--- src/mem_pkg.sv ---
package mem_pkg;

    // Widths of the SRAM side
    localparam int sram_addr_w = 18;
    localparam int sram_data_w = 16;

    // Processor side
    typedef logic [31:0] word_t;
    typedef logic [31:0] addr_t;

    // SRAM side
    typedef logic [sram_addr_w-1:0] sram_addr_t;
    typedef logic [sram_data_w-1:0] sram_data_t;

    // One word spans an even and an odd location
    typedef logic [sram_addr_w-2:0] word_index_t;

    typedef enum logic [1:0] {
        sram_idle,
        sram_read,
        sram_write
    } sram_state_t;

    // Data memory starts here in the processor byte space
    localparam addr_t default_mem_base = 32'd1024;

    // Index of the last cycle of one SRAM access, at least 5
    localparam int default_sram_wait_cycles = 6;

endpackage

--- src/mem_access_unit.sv ---
`timescale 1ns/100ps

module mem_access_unit #(
    parameter mem_pkg::addr_t mem_base = mem_pkg::default_mem_base
) (
    input  logic                 clk,
    input  logic                 rst,
    input  logic                 mem_read,
    input  logic                 mem_write,
    input  mem_pkg::addr_t       address,
    input  mem_pkg::word_t       write_data,
    input  logic                 ctrl_busy,
    input  logic                 op_done,
    input  mem_pkg::word_t       rdata,
    output mem_pkg::word_t       read_data,
    output logic                 freeze,
    output logic                 done,
    output logic                 start,
    output logic                 start_write,
    output mem_pkg::word_index_t word_index,
    output mem_pkg::word_t       wdata
);
    import mem_pkg::*;

    localparam int index_lsb = 2;  // Byte offset within a word
    localparam int index_msb = index_lsb + $bits(word_index_t) - 1;

    addr_t offset;
    logic  request;
    logic  in_range;
    logic  issued;

    assign request = mem_read | mem_write;

    // Offset into data memory
    assign offset = address - mem_base;

    // Below the base, or past the last SRAM word
    assign in_range = (address >= mem_base) &&
                      (offset[$bits(addr_t)-1:index_msb+1] == '0);

    assign word_index = offset[index_msb:index_lsb];
    assign wdata      = write_data;
    assign start_write = mem_write & ~mem_read;  // Read wins if both are set

    // One strobe per request
    assign start = request & in_range & ~issued & ~ctrl_busy;

    // Out-of-range requests complete at once
    assign done = request & (~in_range | (issued & op_done));

    // Stall the pipeline until the completion cycle
    assign freeze = request & ~done;

    always_ff @(posedge clk or posedge rst) begin
        if (rst) begin
            issued <= 1'b0;
        end else if (done) begin
            issued <= 1'b0;
        end else if (start) begin
            issued <= 1'b1;
        end
    end

    // Word for write-back, held until the next read completes
    always_ff @(posedge clk or posedge rst) begin
        if (rst) begin
            read_data <= '0;
        end else if (done && mem_read) begin
            if (in_range) begin
                read_data <= rdata;
            end else begin
                read_data <= '0;  // Outside the window
            end
        end
    end

endmodule

--- config.mk ---
export PLATFORM = sky130hd
export DESIGN_NAME = mem_access_unit
export DESIGN_NICKNAME = d
export VERILOG_FILES = /design/src/mem_pkg.sv /design/src/mem_access_unit.sv
export SDC_FILE = /design/constraint.sdc
export NUM_CORES = 1
export LEC_CHECK = 0
export ABC_AREA = 0
export BUFFER_PORTS_ARGS = -buffer_cell sky130_fd_sc_hd__buf_2
export CAP_MARGIN = 10
export CELL_PAD_IN_SITES_DETAIL_PLACEMENT = 0
export CELL_PAD_IN_SITES_GLOBAL_PLACEMENT = 1
export CORE_ASPECT_RATIO = 1.25
export CORE_MARGIN = 3
export CORE_UTILIZATION = 25
export DETAILED_ROUTE_END_ITERATION = 8
export PLACE_DENSITY_LB_ADDON = 0.1
export SYNTH_ARGS = -nofsm -noshare
export SYNTH_HDL_FRONTEND = slang
export SYNTH_SLANG_ARGS = --single-unit
--- constraint.sdc ---
create_clock -name clk -period 3.29 [get_ports clk]
set_clock_uncertainty 0.1 [all_clocks]
set_input_delay 0.658 -clock clk [delete_from_list [all_inputs] [get_ports clk]]
set_output_delay 0.658 -clock clk [all_outputs]
set_load 0.01 [all_outputs]
==> run summary, run 1 <==
Maximum capacitance violations -> 0
Average routed wire per standard cell -> 15.3 um
Largest net degree at the start of global routing -> 34
Die height -> 104 um
CTS tree -> built
DP Cell Count -> 349
Final worst path period need -> 3.31 ns
Mapped Avg Cell Area -> 10.9 um2
Post-CTS Hold Buffers -> 0
Final worst slack -> -0.0200 ns
Synth Register Bits -> 33
RSZ-0062 raised after global routing -> true
Clock Tree Buf Depth -> 2
Num CTS Buffers -> 5
Vias -> 1674
Vias in the first global route -> 1697
Min Hold Slack -> 0.357 ns
Worst-Skew Late Latency -> 0.28 ns
Initial Utilization -> 25.9%
Clk sinks -> 33
Synth Flop Type -> dfrtp_1
Syn Std Cell Area -> 0.00193 mm2
Antenna violations before repair -> 0
Die area -> 0.00880 mm2
Antenna Nets Post-Route -> 0
Peak supply drop -> 0.147 mV
Achievable Freq -> 302 MHz
Share of layout cells above drive strength 1 -> 58.0%
Remaining DRCs -> 0
Arrival time worst endpoint -> 2.55 ns
Syn Nets -> 279
Layout fillers -> 787
H-tree Lvls -> 2
Final net count -> 371
Initial DRC count -> 27
Global-route wire length before repair -> 8810 um
Violated checks -> setup timing
Post-synthesis async set-or-reset flop share -> 100%
Fin. Hold Viols -> 0
Max FO, Critical Path -> 3
CP Launch Point -> address[11]
Root buffer cell -> clkbuf_8
Port Buffers -> 104
Final Cycle Share -> 101%
Routability cong. -> 0.769
Cell Pwr Density -> 319 mW/mm2
Run status -> complete, but fails checks
P_leak -> 1.41 nW
Post-synth EDFFs -> 0
CP endpoint kind -> primary output
Core Box Area -> 0.00744 mm2
Critical path type -> in2out
Reg-to-Reg Start -> issued$_DFFE_PP0P_
Total GRT Usage -> 12.4%
CTS clock-pin slew for the worst setup and hold paths -> 0.07 ns
Finished Layout Cells -> 361
Final Max Slew Viols -> 0
Finish-stage setup viols -> 1
Critical Path RT -> 2.53 ns
Syn Inst Count -> 176
Slew headroom -> 71.8%
Routed wire length -> 5530 um
Startpoint Class -> input port
Vias per cell -> 4.64
Slew @ Worst Pin -> 0.423 ns
Yosys warns -> 0
Seq/Total Area, Yosys -> 42.9%
Hold crit path type -> in2async
Netlist cell types -> 36
Row cnt -> 35
Total gr overflow -> 0
Area growth syn-to-layout -> 35.4%
I/O pin cnt -> 187
DR pass1 iterations -> 4
Detailed placement HPWL -> 4280 um
Die width -> 84.5 um
Number of diodes -> 0
==> critical path, cell delays in order <==
cell,delay (ns)
buf_8,0.10
inv_4,0.05
ha_4,0.12
or3b_4,0.39
buf_6,0.14
a2111oi_4,0.29
o32a_1,0.28
nor4bb_4,0.07
buf_4,0.14
a41oi_2,0.14
buf_2,0.16
==> synth_stat cells, types with 2 or more instances <==
cell,instances,area share (%)
or3_1,3,0.97
xor2_1,5,2.3
nor4_2,2,1.3
buf_2,4,1.0
buf_6,3,1.8
nor3_1,4,1.0
inv_1,4,0.78
nor4_1,3,0.97
dfrtp_1,33,43
nand2_1,3,0.58
nand3_1,5,1.3
nor2_1,9,1.8
xnor2_1,4,1.8
o32a_1,2,1.0
buf_4,40,16
a22o_1,32,15
==> layer usage <==
layer,wire [um],GRT usage (%),vias to the layer above,part of all wire (%)
met5,0,0,-,0
met4,113,4.98,0,2.0
met3,623,4.83,17,11
met2,2590,19.6,104,47
met1,2200,15.0,774,40
li1,-,-,779,-
==> layout make-up <==
type	count	area [um2]	area share [%]
Multi-Input combinational cell	92	811	31.1
Tap cell	92	115	4.41
Clock buffer	6	72.6	2.78
Sequential cell	33	826	31.7
Clock inverter	2	10.0	0.384
Timing Repair Buffer	132	754	28.9
Inverter	4	20.0	0.767
==> layout by cell type (no fill, tap or decap), drive strengths merged, types with 3 or more instances in the layout <==
cell / instances
buf: 132
dfrtp: 33
a22o: 32
nor2: 9
xor2: 6
clkbuf: 6
nand3: 5
nor4: 5
nor3: 4
xnor2: 4
inv: 4
or3: 3
nand2: 3
==> state kept, by name (all words and copies together), names as in the netlist <==
name,cells
issued,1
read_data,32
==> cell families (layout without fill, tap and decap cells) <==
group                      Yosys count  in the layout  share of synthesized area, %
AOI/OAI and AO/OA                   39             39                          18.6
xor gates and xnor gates            10             10                          4.94
adders and majority gates            1              1                         0.649
buffers and inverters               51            144                          19.2
DFF                                 33             33                          42.9
and+or+nand+nor                     42             42                          13.8
==> what timing repair did <==
item                       in CTS  in global routing
setup endpoints to repair       3                  3
gates resized for setup        16                  3
setup buffers                   2                  2
hold endpoints to repair        0                  0
pin swaps                       9                  5
==> path summary, 6_finish.rpt <==
check / end / slack, ns / cells past startpoint
setup / recovery: done / -0.02 / 11
hold / removal: read_data[8]$_DFFE_PP0P_ / 0.36 / 3
setup reg to reg: read_data[1]$_DFFE_PP0P_ / 1.73 / 5
hold reg to reg: read_data[8]$_DFFE_PP0P_ / 0.40 / 1
max in group asynchronous: read_data[19]$_DFFE_PP0P_ / 2.42 / 3
min in group clk: read_data[8]$_DFFE_PP0P_ / 0.40 / 1
==> where the power goes <==
part	leakage (nW)	total, W	switching (W)	internal (W)
Combinational	0.907	0.000130	0.0000648	0.0000652
Sequential	0.461	0.000406	0.000000474	0.000406
Clock	0.0450	0.000295	0.000148	0.000147
==> through the flow <==
step | TNS (ns) | setup WS, ns | utilization (%) | power, W | area (um2)
finish | -0.0200 | -0.0200 | 35.0 | 0.000832 | 2610
global placement | -0.633 | -0.270 | 32.3 | 0.000536 | 2410
global route | -0.306 | -0.137 | 35.0 | 0.000876 | 2610
floorplan | 0 | 0.0123 | - | 0.000509 | 1940
detailed placement | -0.709 | -0.313 | 32.3 | 0.000535 | 2410
CTS | -0.159 | -0.0948 | 34.6 | 0.000842 | 2580
Note: power is estimated with default switching activity, not from simulation.
==> inputs of run 2 (changes only) <==
--- a/config.mk
+++ b/config.mk
@@ -5,14 +5,14 @@
 export SDC_FILE = /design/constraint.sdc
 export NUM_CORES = 1
 export LEC_CHECK = 0
-export ABC_AREA = 0
+export ABC_AREA = 1
 export BUFFER_PORTS_ARGS = -buffer_cell sky130_fd_sc_hd__buf_2
 export CAP_MARGIN = 10
 export CELL_PAD_IN_SITES_DETAIL_PLACEMENT = 0
 export CELL_PAD_IN_SITES_GLOBAL_PLACEMENT = 1
 export CORE_ASPECT_RATIO = 1.25
 export CORE_MARGIN = 3
-export CORE_UTILIZATION = 25
+export CORE_UTILIZATION = 27
 export DETAILED_ROUTE_END_ITERATION = 8
 export PLACE_DENSITY_LB_ADDON = 0.1
 export SYNTH_ARGS = -nofsm -noshare
==> run 2 against run 1 <==
Effect of this change:
- the flow now finishes without violations
- combinational power is 21% higher
- largest power group is now the clock network
- critical path type unchanged
- design area is 21% higher
- sequential share of layout area is 5.5 points lower
- highest routed layer unchanged
- first-iteration DRC count grew to 3.1 times the previous value
- worst setup slack better by 0.22 ns
- total power is 21% higher
==> run summary, run 2 <==
Worst path cell trace -> buf_2 -> inv_1 -> ha_2 -> nand2_2 -> nor2_2 -> nand2_1 -> nand2_1 -> nand2_1 -> nor2_1 -> nand2_1 -> nor2_2 -> nand3_2 -> nand2_1 -> inv_1 -> buf_2
CP endpoint kind -> primary output
Yosys warns -> 0
Post-synth EDFFs -> 0
Area growth syn-to-layout -> 21.8%
Post-route cell area -> 0.00316 mm2
Biggest register -> read_data
Worst-Skew Late Latency -> 0.27 ns
Post-CTS Hold Buffers -> 0
Final core utilization -> 34.2%
Gate power share -> 15.6%
DR pass1 iterations -> 4
Biggest registers after layout -> read_data x32, issued x1
Total GRT Usage -> 13.8%
Die area -> 0.0108 mm2
Sequential group share of total power -> 40.3%
Initial Utilization -> 28.1%
Die width -> 93.6 um
Vias -> 2526
Critical Path RT -> 2.53 ns
Largest net degree at the start of global routing -> 34
Vias in the first global route -> 2478
Finish-stage setup viols -> 0
CTS clock-pin slew for the worst setup and hold paths -> 0.05 ns
Antenna violations before repair -> 0
Detailed placement HPWL -> 5900 um
HP Start -> read_data[21]$_DFFE_PP0P_
RSZ-0062 raised after global routing -> false
Run status -> complete, no violations
Cell family with the largest share of critical-path delay -> simple AND/OR/NAND/NOR gates
Port Buffers -> 122
Slew @ Worst Pin -> 0.435 ns
Peak supply drop -> 0.150 mV
Top cells by count, synth -> 121 x nand2_1, 43 x buf_4, 37 x nand4_1, 37 x nor2_1, 33 x dfrtp_1
Worst path most repeated cell -> nand2_1
Dpl cell area -> 0.00299 mm2
Antenna Nets Post-Route -> 0
Vias per cell -> 4.34
Slew headroom -> 71.0%
Row cnt -> 39
CTS tree -> built
Routability cong. -> 0.770
Num CTS Buffers -> 5
Slowest stage delay, CP -> 0.24 ns
Commonest non-fill, non-tap cell in the layout -> buf_2
Final worst slack -> 0.195 ns
Global-route wire length before repair -> 12000 um
Remaining DRCs -> 0
Initial DRC count -> 85
Setup TNS -> 0 ns
CP Launch Point -> address[10]
Average routed wire per standard cell -> 12.9 um
Syn Std Cell Area -> 0.00259 mm2
Sw Pwr -> 0.000263 W
Root buffer cell -> clkbuf_16
Startpoint Class -> input port
Final Cycle Share -> 94.1%
DP Cell Count -> 572
Core Box Area -> 0.00922 mm2
Die height -> 116 um
Internal power -> 0.000745 W
Area fraction of the dominant cell type after synthesis -> 31.9%
Number of diodes -> 0
Final Max Slew Viols -> 0
Dpl ws -> 0.142 ns
Clock power frac -> 44.1%
Final worst path period need -> 3.09 ns
Max FFs per register -> 32
Yosys top cell by area -> dfrtp_1
Reg-to-Reg Start -> issued$_DFFE_PP0P_
Arrival time worst endpoint -> 2.34 ns
Hold crit path type -> reg2reg
Syn Nets -> 480
Top-count cell post-synth -> nand2_1
Synth Flop Type -> dfrtp_1
Slowest CP cell -> ha_2
Clk sinks -> 33
Post-synthesis async set-or-reset flop share -> 100%
Achievable Freq -> 323 MHz
Syn Inst Count -> 376
Total gr overflow -> 0
Final net count -> 562
I/O pin cnt -> 187
Max FO, Critical Path -> 5
Cell Pwr Density -> 319 mW/mm2
Fin. Hold Viols -> 0
Finished Layout Cells -> 582
Maximum capacitance violations -> 0
H-tree Lvls -> 2
Critical path type -> in2out
Mapped Avg Cell Area -> 6.89 um2
Synth Register Bits -> 33
Most frequent cells in the layout -> 122 x buf_2, 121 x nand2_1, 37 x nand4_1
Seq/Total Area, Yosys -> 31.9%
Netlist cell types -> 25
P_leak -> 1.84 nW
Worst path buffer plus inverter count -> 4
Switching share of power -> 26.1%
Clock Tree Buf Depth -> 2
Routed wire length -> 7520 um
Area contributors post-synth -> dfrtp_1 32%, nand2_1 18%, buf_4 12%, nand4_1 8.9%, nor2_1 5.4%
Share of layout cells above drive strength 1 -> 36.8%
## run 2: changes by cell type after synthesis, sizes merged, moves of 3 or more
cell / delta
a22o: -32
nor2: +47
xnor2: -3
clkbuf: +7
or3: -3
nor4: -5
nand3: +13
nand4: +36
nor3: -3
nand2: +125
o21ai: +3
inv: +30
xor2: -3
nand3b: +3
## run 2: final cells by class
class                      instances  area (um2)
timing repair buffer             128         656
clock inverter                     3        17.5
tap                              123         154
multi-input combinational        256        1250
sequential                        33         826
fill                            1030        6070
clock buffer                       5         125
inverter                          34         128
## run 2: power groups by stage
stage,Clock [W],Sequential (W),Combinational (W)
after CTS,0.000463,0.000406,0.000160
after global routing,0.000479,0.000406,0.000179
after detailed placement,0,0.000413,0.000159
after global placement,0,0.000413,0.000161
final,0.000445,0.000406,0.000157
after floorplan,0,0.000413,0.000126
## run 2: cells by family (layout without fill, tap and decap cells)
kind of cell,after synthesis,after routing,share of synthesized area [%]
simple gates,246,246,45.0
buf+inv,87,170,20.0
flops,33,33,31.9
compound gates,4,4,0.773
xor+xnor,4,4,1.35
fa+ha+maj,2,2,0.966
## run 2: metrics by stage
step           total power, W  hold slack (ns)
5_1_grt               0.00106            0.384
6_report              0.00101            0.362
4_1_cts               0.00103            0.367
3_5_place_dp         0.000573            0.353
3_3_place_gp         0.000574            0.348
2_1_floorplan        0.000539            0.405
## run 2: worst paths after layout
check	end	slack (ns)	cells after the start
min reg2reg	read_data[21]$_DFFE_PP0P_	0.36	2
max reg2reg	read_data[12]$_DFFE_PP0P_	2.01	5
min	read_data[21]$_DFFE_PP0P_	0.36	2
max in group asynchronous	read_data[26]$_DFFE_PP0P_	2.40	3
max	done	0.20	15
min in group asynchronous	read_data[11]$_DFFE_PP0P_	0.37	3
## run 2: tightest hold or removal path: cells and delay by family, from the launching register on
family / cells / cell delay (ns)
flops: 1 / 0.33
simple gates: 2 / 0.10
## run 2: routing by layer
| metal | global-route usage (%) | wire (um) | vias up |
|---|---|---|---|
| met3 | 3.18 | 552 | 4 |
| met2 | 24.1 | 3730 | 96 |
| met5 | 0 | 0 | - |
| met4 | 3.66 | 53 | 0 |
| met1 | 17.0 | 3180 | 1104 |
| li1 | - | - | 1322 |
## run 2: repair_timing
item | CTS | global route
gates resized for setup | 0 | 2
buffers inserted | 0 | 2
endpoints found under the setup margin | 0 | 2
